**config.mk**
```make
export PLATFORM = sky130hd
export DESIGN_NAME = gpu_top
export DESIGN_NICKNAME = d
export VERILOG_FILES = /design/src/hdl/gpu_types_pkg.sv /design/src/hdl/gpu_regmap_pkg.sv /design/src/hdl/mem_cmd_if.sv /design/src/hdl/clear_walker.sv /design/src/hdl/gpu_control.sv /design/src/hdl/gpu_csr.sv /design/src/hdl/gpu_top.sv /design/src/hdl/mem_master.sv /design/src/hdl/pixel_plotter.sv
export SDC_FILE = /design/constraint.sdc
export NUM_CORES = 1
export LEC_CHECK = 0
export BUFFER_PORTS_ARGS = -buffer_cell sky130_fd_sc_hd__buf_2
export CAP_MARGIN = 10
export CORE_MARGIN = 4
export CORE_UTILIZATION = 47
export DETAILED_ROUTE_END_ITERATION = 6
export GPL_TIMING_DRIVEN = 0
export PLACE_DENSITY = 0.67
export SYNTH_ARGS = -nofsm -noshare
export SYNTH_HDL_FRONTEND = slang
export SYNTH_SLANG_ARGS = --single-unit
export TNS_END_PERCENT = 1
```
**constraint.sdc**
```tcl
create_clock -name CLK -period 5.75 [get_ports CLK]
set_input_delay 1.15 -clock CLK [delete_from_list [all_inputs] [get_ports CLK]]
set_output_delay 1.15 -clock CLK [all_outputs]
set_load 0.1 [all_outputs]
```
**src/hdl/gpu_types_pkg.sv**
```systemverilog
// shared widths for the raster engine; coordinates and depth are signed 24.8 fixed point
`default_nettype none

package gpu_types_pkg;

    // bus and register word
    typedef logic [31:0] word_t;

    // byte address on the master bus
    typedef logic [31:0] addr_t;

    typedef logic signed [31:0] fixed_t;  // 24.8, integer part in [31:8]

    // linear pixel index, row major
    typedef logic [31:0] pix_index_t;

    typedef logic [23:0] rgb_t;  // packed colour, upper byte of the word stays zero

endpackage

`default_nettype wire

```
**src/hdl/gpu_regmap_pkg.sv**
```systemverilog
// host register map and job constants; one 32-bit word per offset, offsets above 8 are unmapped
`default_nettype none

package gpu_regmap_pkg;
    import gpu_types_pkg::*;

    typedef logic [3:0] reg_addr_t;

    localparam reg_addr_t REG_FRAME_BASE = 4'd0;
    localparam reg_addr_t REG_START      = 4'd1;
    localparam reg_addr_t REG_DONE       = 4'd2;
    localparam reg_addr_t REG_DEPTH_BASE = 4'd3;
    localparam reg_addr_t REG_X          = 4'd4;
    localparam reg_addr_t REG_Y          = 4'd5;
    localparam reg_addr_t REG_Z          = 4'd6;
    localparam reg_addr_t REG_MODE       = 4'd7;
    localparam reg_addr_t REG_COLOR      = 4'd8;

    // job selected by the mode register
    typedef enum logic [1:0] {
        MODE_NONE        = 2'd0,
        MODE_PLOT        = 2'd1,
        MODE_CLEAR_FRAME = 2'd2,
        MODE_CLEAR_DEPTH = 2'd3
    } gpu_mode_e;

    localparam int FRAC_BITS = 8;

    localparam word_t CLEAR_COLOR = 32'h0020_3020;  // background
    localparam word_t CLEAR_DEPTH = 32'h7FFF_FFFF;  // farthest depth, signed

    localparam int unsigned BYTES_PER_PIXEL = 4;

endpackage

`default_nettype wire

```
**src/hdl/mem_cmd_if.sv**
```systemverilog
// one outstanding memory access; req held until the ack pulse, rdata valid only with ack
`timescale 1ns/1ns
`default_nettype none

interface mem_cmd_if import gpu_types_pkg::*; ();

    logic  req;      // held until ack
    logic  write;    // 0 = read
    addr_t address;
    word_t wdata;
    logic  ack;      // one cycle at completion
    word_t rdata;

    modport client (
        output req, write, address, wdata,
        input  ack, rdata
    );

    modport master (
        input  req, write, address, wdata,
        output ack, rdata
    );

endinterface

`default_nettype wire

```
**src/hdl/clear_walker.sv**
```systemverilog
// walks fb_width*fb_height words from the selected base; begin_clear has priority over step
`timescale 1ns/1ns
`default_nettype none

module clear_walker import gpu_types_pkg::*, gpu_regmap_pkg::*; #(
    parameter int fb_width  = 640,
    parameter int fb_height = 480
) (
    input  logic      CLK,
    input  logic      RESET,
    input  logic      begin_clear,
    input  logic      step,
    input  gpu_mode_e mode,
    input  addr_t     frame_base,
    input  addr_t     depth_base,
    output addr_t     addr,
    output word_t     word,
    output logic      last
);

    localparam pix_index_t LAST_INDEX = pix_index_t'(fb_width * fb_height - 1);

    pix_index_t count;
    logic       to_depth;

    always_ff @(posedge CLK) begin
        if (RESET || begin_clear)
            count <= '0;
        else if (step)
            count <= count + 1'b1;
    end

    assign to_depth = (mode == MODE_CLEAR_DEPTH);
    assign addr = (to_depth ? depth_base : frame_base) + count * BYTES_PER_PIXEL;
    assign word = to_depth ? CLEAR_DEPTH : CLEAR_COLOR;
    assign last = (count == LAST_INDEX);  // final pixel of the buffer

endmodule

`default_nettype wire

```
**src/hdl/gpu_control.sv**
```systemverilog
// job sequencer; start must be cleared by the host before the next job, mode must stay stable during a job
`timescale 1ns/1ns
`default_nettype none

module gpu_control import gpu_types_pkg::*, gpu_regmap_pkg::*; (
    input  logic      CLK,
    input  logic      RESET,
    input  logic      start,
    input  gpu_mode_e mode,
    output logic      done_set,
    output logic      clear_step,
    input  logic      clear_last,
    input  logic      plot_ok,
    input  addr_t     plot_depth_addr,
    input  addr_t     plot_color_addr,
    input  word_t     plot_color_word,
    input  word_t     plot_depth_word,
    mem_cmd_if.client mem,
    input  addr_t     clear_addr,
    input  word_t     clear_word,
    output word_t     stored_depth
);

    typedef enum logic [1:0] {ST_IDLE, ST_RUN, ST_FINISHED} job_state_e;
    typedef enum logic [1:0] {PH_DEPTH_READ, PH_COLOR_WRITE, PH_DEPTH_WRITE} plot_phase_e;

    job_state_e  state, state_next;
    plot_phase_e phase, phase_next;

    always_comb begin
        state_next  = state;
        phase_next  = phase;
        done_set    = 1'b0;
        clear_step  = 1'b0;
        mem.req     = 1'b0;
        mem.write   = 1'b0;
        mem.address = clear_addr;  // clear walker unless a plot phase overrides
        mem.wdata   = clear_word;
        case (state)
            ST_IDLE: begin
                phase_next = PH_DEPTH_READ;
                if (start) begin
                    if (mode == MODE_NONE)
                        done_set = 1'b1;
                    else
                        state_next = ST_RUN;
                end
            end
            ST_RUN: begin
                if (mode == MODE_PLOT) begin
                    case (phase)
                        PH_DEPTH_READ: begin
                            mem.req     = 1'b1;
                            mem.address = plot_depth_addr;
                            if (mem.ack)
                                phase_next = PH_COLOR_WRITE;
                        end
                        PH_COLOR_WRITE: begin
                            if (!plot_ok) begin
                                done_set = 1'b1;  // out of frame or hidden
                            end else begin
                                mem.req     = 1'b1;
                                mem.write   = 1'b1;
                                mem.address = plot_color_addr;
                                mem.wdata   = plot_color_word;
                                if (mem.ack)
                                    phase_next = PH_DEPTH_WRITE;
                            end
                        end
                        PH_DEPTH_WRITE: begin
                            mem.req     = 1'b1;
                            mem.write   = 1'b1;
                            mem.address = plot_depth_addr;
                            mem.wdata   = plot_depth_word;
                            done_set    = mem.ack;
                        end
                        default: phase_next = PH_DEPTH_READ;
                    endcase
                end else if (mode != MODE_NONE) begin
                    mem.req    = 1'b1;  // one write per pixel
                    mem.write  = 1'b1;
                    clear_step = mem.ack;
                    done_set   = mem.ack && clear_last;
                end else begin
                    done_set = 1'b1;
                end
            end
            ST_FINISHED: begin
                if (!start)
                    state_next = ST_IDLE;
            end
            default: state_next = ST_IDLE;
        endcase
        if (done_set)
            state_next = ST_FINISHED;
    end

    always_ff @(posedge CLK) begin
        if (RESET) begin
            state        <= ST_IDLE;
            phase        <= PH_DEPTH_READ;
            stored_depth <= '0;
        end else begin
            state <= state_next;
            phase <= phase_next;
            if (state == ST_RUN && mode == MODE_PLOT && phase == PH_DEPTH_READ && mem.ack)
                stored_depth <= mem.rdata;
        end
    end

endmodule

`default_nettype wire

```
**src/hdl/gpu_csr.sv**
```systemverilog
// host register bank; reads are combinational and unmapped offsets return 0, done_set beats host writes
`timescale 1ns/1ns
`default_nettype none

module gpu_csr import gpu_types_pkg::*, gpu_regmap_pkg::*; (
    input  logic      CLK,
    input  logic      RESET,
    input  logic      chipselect,
    input  logic      read,
    input  logic      write,
    input  reg_addr_t address,
    input  word_t     writedata,
    output word_t     readdata,
    input  logic      done_set,
    output addr_t     frame_base,
    output addr_t     depth_base,
    output logic      start,
    output gpu_mode_e mode,
    output fixed_t    px,
    output fixed_t    py,
    output fixed_t    pz,
    output rgb_t      color
);

    logic done_q;

    always_ff @(posedge CLK) begin
        if (RESET) begin
            frame_base <= '0;
            depth_base <= '0;
            start      <= 1'b0;
            done_q     <= 1'b0;
            mode       <= MODE_NONE;
            px         <= '0;
            py         <= '0;
            pz         <= '0;
            color      <= '0;
        end else begin
            if (chipselect && write) begin
                case (address)
                    REG_FRAME_BASE: frame_base <= writedata;
                    REG_START:      start      <= writedata[0];
                    REG_DONE:       done_q     <= writedata[0];
                    REG_DEPTH_BASE: depth_base <= writedata;
                    REG_X:          px         <= fixed_t'(writedata);
                    REG_Y:          py         <= fixed_t'(writedata);
                    REG_Z:          pz         <= fixed_t'(writedata);
                    REG_MODE:       mode       <= gpu_mode_e'(writedata[1:0]);
                    REG_COLOR:      color      <= writedata[23:0];
                    default:        ;
                endcase
            end
            if (done_set)
                done_q <= 1'b1;  // job end wins over a host clear
        end
    end

    // read mux
    always_comb begin
        readdata = '0;
        if (chipselect && read) begin
            case (address)
                REG_FRAME_BASE: readdata = frame_base;
                REG_START:      readdata = word_t'(start);
                REG_DONE:       readdata = word_t'(done_q);
                REG_DEPTH_BASE: readdata = depth_base;
                REG_X:          readdata = word_t'(px);
                REG_Y:          readdata = word_t'(py);
                REG_Z:          readdata = word_t'(pz);
                REG_MODE:       readdata = word_t'(mode);
                REG_COLOR:      readdata = word_t'(color);
                default:        readdata = '0;
            endcase
        end
    end

endmodule

`default_nettype wire

```
**src/hdl/gpu_top.sv**
```systemverilog
// raster engine top; frame size fixed by fb_width and fb_height, buffers are one 32-bit word per pixel
`timescale 1ns/1ns
`default_nettype none

module gpu_top import gpu_types_pkg::*, gpu_regmap_pkg::*; #(
    parameter int fb_width  = 640,
    parameter int fb_height = 480
) (
    input  logic      CLK,
    input  logic      RESET,
    input  logic      slave_chipselect,
    input  logic      slave_read,
    input  logic      slave_write,
    input  reg_addr_t slave_address,
    input  word_t     slave_writedata,
    output word_t     slave_readdata,
    output addr_t     master_address,
    output logic      master_read,
    output logic      master_write,
    output word_t     master_writedata,
    input  logic      master_waitrequest,
    input  word_t     master_readdata,
    input  logic      master_readdatavalid,
    input  logic      master_writeresponsevalid
);

    addr_t     frame_base, depth_base;
    logic      start;
    gpu_mode_e mode;
    fixed_t    px, py, pz;
    rgb_t      color;
    logic      done_set;
    logic      clear_step, clear_last;
    addr_t     clear_addr;
    word_t     clear_word;
    logic      plot_ok;
    addr_t     plot_depth_addr, plot_color_addr;
    word_t     plot_color_word;
    word_t     stored_depth;

    mem_cmd_if mem_bus ();

    gpu_csr u_csr (
        .CLK(CLK), .RESET(RESET),
        .chipselect(slave_chipselect), .read(slave_read), .write(slave_write),
        .address(slave_address), .writedata(slave_writedata), .readdata(slave_readdata),
        .done_set(done_set), .frame_base(frame_base), .depth_base(depth_base),
        .start(start), .mode(mode), .px(px), .py(py), .pz(pz), .color(color)
    );

    gpu_control u_control (
        .CLK(CLK), .RESET(RESET), .start(start), .mode(mode),
        .done_set(done_set), .clear_step(clear_step), .clear_last(clear_last),
        .plot_ok(plot_ok), .plot_depth_addr(plot_depth_addr),
        .plot_color_addr(plot_color_addr), .plot_color_word(plot_color_word),
        .plot_depth_word(word_t'(pz)), .mem(mem_bus.client),
        .clear_addr(clear_addr), .clear_word(clear_word), .stored_depth(stored_depth)
    );

    // walker rewinds at every job end
    clear_walker #(.fb_width(fb_width), .fb_height(fb_height)) u_clear (
        .CLK(CLK), .RESET(RESET), .begin_clear(done_set), .step(clear_step),
        .mode(mode), .frame_base(frame_base), .depth_base(depth_base),
        .addr(clear_addr), .word(clear_word), .last(clear_last)
    );

    pixel_plotter #(.fb_width(fb_width), .fb_height(fb_height)) u_plot (
        .px(px), .py(py), .pz(pz), .color(color),
        .frame_base(frame_base), .depth_base(depth_base), .stored_depth(stored_depth),
        .depth_addr(plot_depth_addr), .color_addr(plot_color_addr),
        .color_word(plot_color_word), .ok(plot_ok)
    );

    mem_master u_master (
        .CLK(CLK), .RESET(RESET), .mem(mem_bus.master),
        .master_address(master_address), .master_read(master_read),
        .master_write(master_write), .master_writedata(master_writedata),
        .master_waitrequest(master_waitrequest), .master_readdata(master_readdata),
        .master_readdatavalid(master_readdatavalid),
        .master_writeresponsevalid(master_writeresponsevalid)
    );

endmodule

`default_nettype wire

```
**src/hdl/mem_master.sv**
```systemverilog
// master side of the memory bus; one access in flight, request held while waitrequest is high
`timescale 1ns/1ns
`default_nettype none

module mem_master import gpu_types_pkg::*; (
    input  logic      CLK,
    input  logic      RESET,
    mem_cmd_if.master mem,
    output addr_t     master_address,
    output logic      master_read,
    output logic      master_write,
    output word_t     master_writedata,
    input  logic      master_waitrequest,
    input  word_t     master_readdata,
    input  logic      master_readdatavalid,
    input  logic      master_writeresponsevalid
);

    typedef enum logic [1:0] {M_IDLE, M_REQUEST, M_WAIT_RESP} master_state_e;

    master_state_e state;
    logic          cmd_write;
    addr_t         cmd_addr;
    word_t         cmd_wdata;
    logic          ack_q;
    word_t         rdata_q;

    always_ff @(posedge CLK) begin
        if (RESET) begin
            state     <= M_IDLE;
            cmd_write <= 1'b0;
            cmd_addr  <= '0;
            cmd_wdata <= '0;
            ack_q     <= 1'b0;
            rdata_q   <= '0;
        end else begin
            ack_q <= 1'b0;
            case (state)
                M_IDLE: begin
                    // client still holds req during the ack cycle
                    if (mem.req && !ack_q) begin
                        cmd_write <= mem.write;
                        cmd_addr  <= mem.address;
                        cmd_wdata <= mem.wdata;
                        state     <= M_REQUEST;
                    end
                end
                M_REQUEST: begin
                    if (!master_waitrequest)
                        state <= M_WAIT_RESP;  // accepted
                end
                M_WAIT_RESP: begin
                    if (cmd_write ? master_writeresponsevalid : master_readdatavalid) begin
                        ack_q <= 1'b1;
                        if (!cmd_write)
                            rdata_q <= master_readdata;
                        state <= M_IDLE;
                    end
                end
                default: state <= M_IDLE;
            endcase
        end
    end

    assign master_address   = cmd_addr;
    assign master_writedata = cmd_wdata;
    assign master_read      = (state == M_REQUEST) && !cmd_write;
    assign master_write     = (state == M_REQUEST) && cmd_write;

    assign mem.ack   = ack_q;
    assign mem.rdata = rdata_q;

endmodule

`default_nettype wire

```
**src/hdl/pixel_plotter.sv**
```systemverilog
// single point address and visibility; x and y must be strictly inside the frame, edge pixels 0 are rejected
`timescale 1ns/1ns
`default_nettype none

module pixel_plotter import gpu_types_pkg::*, gpu_regmap_pkg::*; #(
    parameter int fb_width  = 640,
    parameter int fb_height = 480
) (
    input  fixed_t px,
    input  fixed_t py,
    input  fixed_t pz,
    input  rgb_t   color,
    input  addr_t  frame_base,
    input  addr_t  depth_base,
    input  word_t  stored_depth,
    output addr_t  depth_addr,
    output addr_t  color_addr,
    output word_t  color_word,
    output logic   ok
);

    // frame limits in fixed point
    localparam fixed_t X_LIMIT = fixed_t'(fb_width << FRAC_BITS);
    localparam fixed_t Y_LIMIT = fixed_t'(fb_height << FRAC_BITS);

    pix_index_t col;
    pix_index_t row;
    pix_index_t index;
    addr_t      offset;
    logic       in_frame;
    logic       closer;

    assign col    = pix_index_t'(px >>> FRAC_BITS);  // integer parts
    assign row    = pix_index_t'(py >>> FRAC_BITS);
    assign index  = row * pix_index_t'(fb_width) + col;
    assign offset = index * BYTES_PER_PIXEL;

    assign depth_addr = depth_base + offset;
    assign color_addr = frame_base + offset;
    assign color_word = word_t'(color);

    assign in_frame = (px > 0) && (px < X_LIMIT) && (py > 0) && (py < Y_LIMIT);
    assign closer   = fixed_t'(stored_depth) > pz;  // signed depth compare
    assign ok       = in_frame && closer;

endmodule

`default_nettype wire

```
==> flow_metrics.env <==
export IMPL_outcome="complete, but fails checks"
export IMPL_failed_checks="setup timing"
export IMPL_synth_net_count=3261
export IMPL_detailedPlacementHpwl_um=71300
export IMPL_min_delay_src="u_master.mem.rdata[23]$_SDFFE_PP0P_"
export IMPL_grt_antenna_before_repair=2
export IMPL_timing_slew_headroom_pct=18.4
export IMPL_synth_seq_cells=356
export IMPL_die_width_um=227
export IMPL_regToRegSetupSlack_ps=-120
export IMPL_timing_worst_slew_pin_value_ps=1220
export IMPL_yosysSeqAreaShare_pct=31.7
export IMPL_root_buffer="clkbuf_16"
export IMPL_largest_fanout_of_any_net_on_the_critical_path=4
export IMPL_clock_skew_ps=20.4
export IMPL_synthArstFlopShare_pct=0
export IMPL_post_drt_via_cell_ratio=6.10
export IMPL_worst_endpoint_required_ps=6250
export IMPL_finalHoldViolCount=0
export IMPL_finalSetupViolCount=4
export IMPL_grt_use_total_pct=33.4
export IMPL_worst_r2r_path_depth=29
export IMPL_min_period_over_period_pct=102
export IMPL_overflow=0
export IMPL_core_box_area_sq_mm=0.0470
export IMPL_synth_most_common_cell="nand2_1"
export IMPL_yosysWarningCount=0
export IMPL_p_per_area_mw_per_mm2=216
export IMPL_place_detailed_instances=3768
export IMPL_drt_iter0_drc=2387
export IMPL_setup_tns_ps=-362
export IMPL_fp_dieArea_sq_mm=0.0514
export IMPL_synth_largest_type_area_fraction_pct=31.7
export IMPL_drt_total_wl_um=88800
export IMPL_layout_drive_gt1_share_pct=11.1
export IMPL_fillCellCount=4472
export IMPL_postSynth_topFlopCell="dfxtp_1"
export IMPL_clock_slew_seen_by_the_registers_of_the_worst_setup_and_hold_paths_ps=60
export IMPL_netlist_area_sq_mm=0.0225
export IMPL_detailroute_via_count=23589
export IMPL_layout_nets=3496
export IMPL_synth_cell_types=85
export IMPL_area_growth_synth_to_final_pct=15.9
export IMPL_timing_hold_worst_path_depth=2
export IMPL_grt_setup_unrepaired="yes"
export IMPL_crit_path_start_kind="register"
export IMPL_timing_final_crit_period_ps=5870
export IMPL_power_ir_vdd_worst_mv=0.186
export IMPL_gp_congestion=1.03
export IMPL_worst_r2r_endpoint="u_master.master_address[29]$_SDFFE_PP0P_"
export IMPL_num_io_pins=174
export IMPL_timing_max_cap_violations=0
export IMPL_arrival_ps=6380
export IMPL_worst_slack_ps=-124
export IMPL_yosysTopAreaCell="dfxtp_1"
export IMPL_cp_slowest_stage_delay_ps=380
export IMPL_cts_tree="built"
export IMPL_port_buffers=167
export IMPL_layout_core_utilization_pct=55.5
export IMPL_cts_hold_buf=0
export IMPL_maxSlewViolCount=0
export IMPL_finish_cell_count_without_fillers=3865
export IMPL_post_syn_instances=2993
export IMPL_min_path_type="reg -> reg"
export IMPL_hold_end="u_master.mem.rdata[23]$_SDFFE_PP0P_"
export IMPL_largest_net_degree_at_the_start_of_global_routing=14
export IMPL_cts_h_tree_depth=2
export IMPL_criticalPathCategory="reg -> reg"
export IMPL_numClockSinks=356
export IMPL_critical_path_slowest_cell="or3_4"
export IMPL_synth_enable_flop_cells=0
export IMPL_detail_route_antenna_nets=0
export IMPL_cts_buffers=42
export IMPL_routed_wire_length_per_instance_um=23.0
export IMPL_yosys_top_cells_count="692 x nand2_1, 386 x a21oi_1, 356 x dfxtp_1"
export IMPL_worst_skew_pair_late_latency_ps=600
export IMPL_grt_first_pass_wirelength_um=131000
export IMPL_drc=0
export IMPL_row_count=79
export IMPL_grt_pass1_vias=22512
export IMPL_yosys_top_cells_area="dfxtp_1 32%, nand2_1 12%, ha_1 10%"
export IMPL_leakage_nw=10.5
export IMPL_avgSynthCellArea_sq_um=7.51
export IMPL_floorplan_initialDensity_pct=47.9
export IMPL_max_clock_freq_ghz=0.170
export IMPL_dieHeight_um=227
export IMPL_clockBufferDepth=3
export IMPL_cp_end_kind="register"
export IMPL_firstDrtPassIters=6
export IMPL_r2r_start="u_csr.py[9]$_SDFFE_PP0P_"
export IMPL_pre_cts_ws_ps=-822
logic make-up (layout without fill, tap and decap cells):
| kind of cell | after synthesis | in the layout | share of synthesized area, % |
|---|---|---|---|
| buf+inv | 235 | 499 | 4.03 |
| xor+xnor | 129 | 129 | 5.15 |
| flops | 356 | 356 | 31.7 |
| mux | 33 | 33 | 1.49 |
| fa+ha+maj | 192 | 192 | 10.8 |
| simple gates | 1181 | 1181 | 22.4 |
| other cells | 0 | 1 | 0 |
| compound gates | 867 | 867 | 24.4 |
per-layer routing:
metal  part of all wire (%)  wire length [um]  up-vias  global-route usage, %
met5                  0.015                13        -                      0
met2                     45             39900     1186                   53.7
li1                       -                 -    11105                      -
met3                    9.1              8060      239                   4.70
met1                     41             36100    11057                   44.3
met4                    5.4              4760        2                   16.0
final cells by class:
cell class / instances / area (sq um) / area share [%]
clock buffer: 54 / 1180 / 4.52
inverter: 72 / 270 / 1.04
timing repair buffer: 191 / 1010 / 3.89
tap: 607 / 759 / 2.91
multi-input combinational: 2402 / 14800 / 56.7
antenna: 1 / 2.50 / 0.00960
clock inverter: 19 / 287 / 1.10
buffer: 163 / 637 / 2.44
sequential: 356 / 7150 / 27.4
report_power, final:
part           leakage, nW  internal [mW]  switching (mW)
combinational         6.89         0.0827           0.210
sequential            2.87           2.47          0.0179
clock                0.714           1.68            1.16
total                 10.5           4.24            1.38
layout by cell type (no fill, tap or decap), types with 7 or more instances in the layout:
| cell type | synthesis | routed |
|---|---|---|
| a211oi_1 | 64 | 60 |
| a21o_1 | 55 | 55 |
| a21oi_1 | 386 | 373 |
| a21oi_2 | 0 | 13 |
| a221oi_1 | 50 | 48 |
| a22oi_1 | 64 | 63 |
| a31oi_1 | 20 | 20 |
| and2_1 | 11 | 11 |
| and3_1 | 24 | 24 |
| buf_2 | 14 | 182 |
| buf_4 | 2 | 25 |
| clkbuf_1 | 144 | 149 |
| clkbuf_16 | 0 | 43 |
| clkinv_2 | 0 | 7 |
| dfxtp_1 | 356 | 345 |
| dfxtp_2 | 0 | 7 |
| ha_1 | 187 | 179 |
| inv_1 | 72 | 72 |
| mux2i_1 | 30 | 30 |
| nand2_1 | 692 | 692 |
| nand2b_1 | 16 | 16 |
| nand3_1 | 50 | 49 |
| nand4_1 | 21 | 21 |
| nor2_1 | 232 | 226 |
| nor2b_1 | 16 | 16 |
| nor3_1 | 57 | 56 |
| nor4_1 | 22 | 22 |
| o211ai_1 | 7 | 7 |
| o21a_1 | 31 | 31 |
| o21ai_0 | 76 | 69 |
| o21ai_1 | 5 | 9 |
| o21bai_1 | 20 | 20 |
| o22ai_1 | 18 | 17 |
| or3_1 | 10 | 8 |
| xnor2_1 | 77 | 69 |
| xnor2_2 | 0 | 8 |
| xor2_1 | 50 | 49 |
stage by stage:
step	hold slack (ps)	power, mW	instance area (sq um)
floorplan	415	2.69	22500
global placement	432	2.82	24100
detailed placement	446	2.82	24100
CTS	448	5.64	25900
global route	465	5.76	26100
finish	453	5.63	26100
worst max path at each step:
stage | slack [ps] | startpoint | endpoint | cells past startpoint
finish | -120 | u_csr.py[9]$_SDFFE_PP0P_ | u_master.master_address[29]$_SDFFE_PP0P_ | 29
global route | -400 | u_csr.py[17]$_SDFFE_PP0P_ | u_master.master_address[31]$_SDFFE_PP0P_ | 25
CTS | -50 | u_csr.py[9]$_SDFFE_PP0P_ | u_master.master_address[31]$_SDFFE_PP0P_ | 28
detailed placement | -820 | u_csr.py[11]$_SDFFE_PP0P_ | u_master.master_address[31]$_SDFFE_PP0P_ | 27
global placement | -790 | u_csr.py[11]$_SDFFE_PP0P_ | u_master.master_address[31]$_SDFFE_PP0P_ | 27
floorplan | 40 | u_csr.py[9]$_SDFFE_PP0P_ | u_master.master_address[31]$_SDFFE_PP0P_ | 28
registers in the layout, summed over array words and instances, names as in the netlist:
register	cells
u_clear.count	32
u_control.phase	2
u_control.state	2
u_control.stored_depth	32
u_csr.color	24
u_csr.depth_base	32
u_csr.done_q	1
u_csr.frame_base	32
u_csr.mode	2
u_csr.px	32
u_csr.py	32
u_csr.pz	32
u_csr.start	1
u_master.cmd_write	1
u_master.master_address	32
u_master.master_writedata	32
u_master.mem.ack	1
u_master.mem.rdata	32
u_master.state	2
repair_timing:
| action | 4_1_cts | 5_1_grt |
|---|---|---|
| pin swaps | 33 | 9 |
| gates resized for setup | 47 | 29 |
| setup endpoints to repair | 8 | 8 |
| buffers inserted | 19 | 4 |
| hold endpoints to repair | 0 | 0 |
worst max-delay path, delay by kind of cell, from the launching register on:
kind                     cells  cell delay [ps]
AO/OA/AOI/OAI               16             2570
AND/OR/NAND/NOR              5              920
adder cells (fa/ha/maj)      5             1380
XOR/XNOR                     3              550
flip-flops                   1              370
Power figures use the tool's default switching activity.
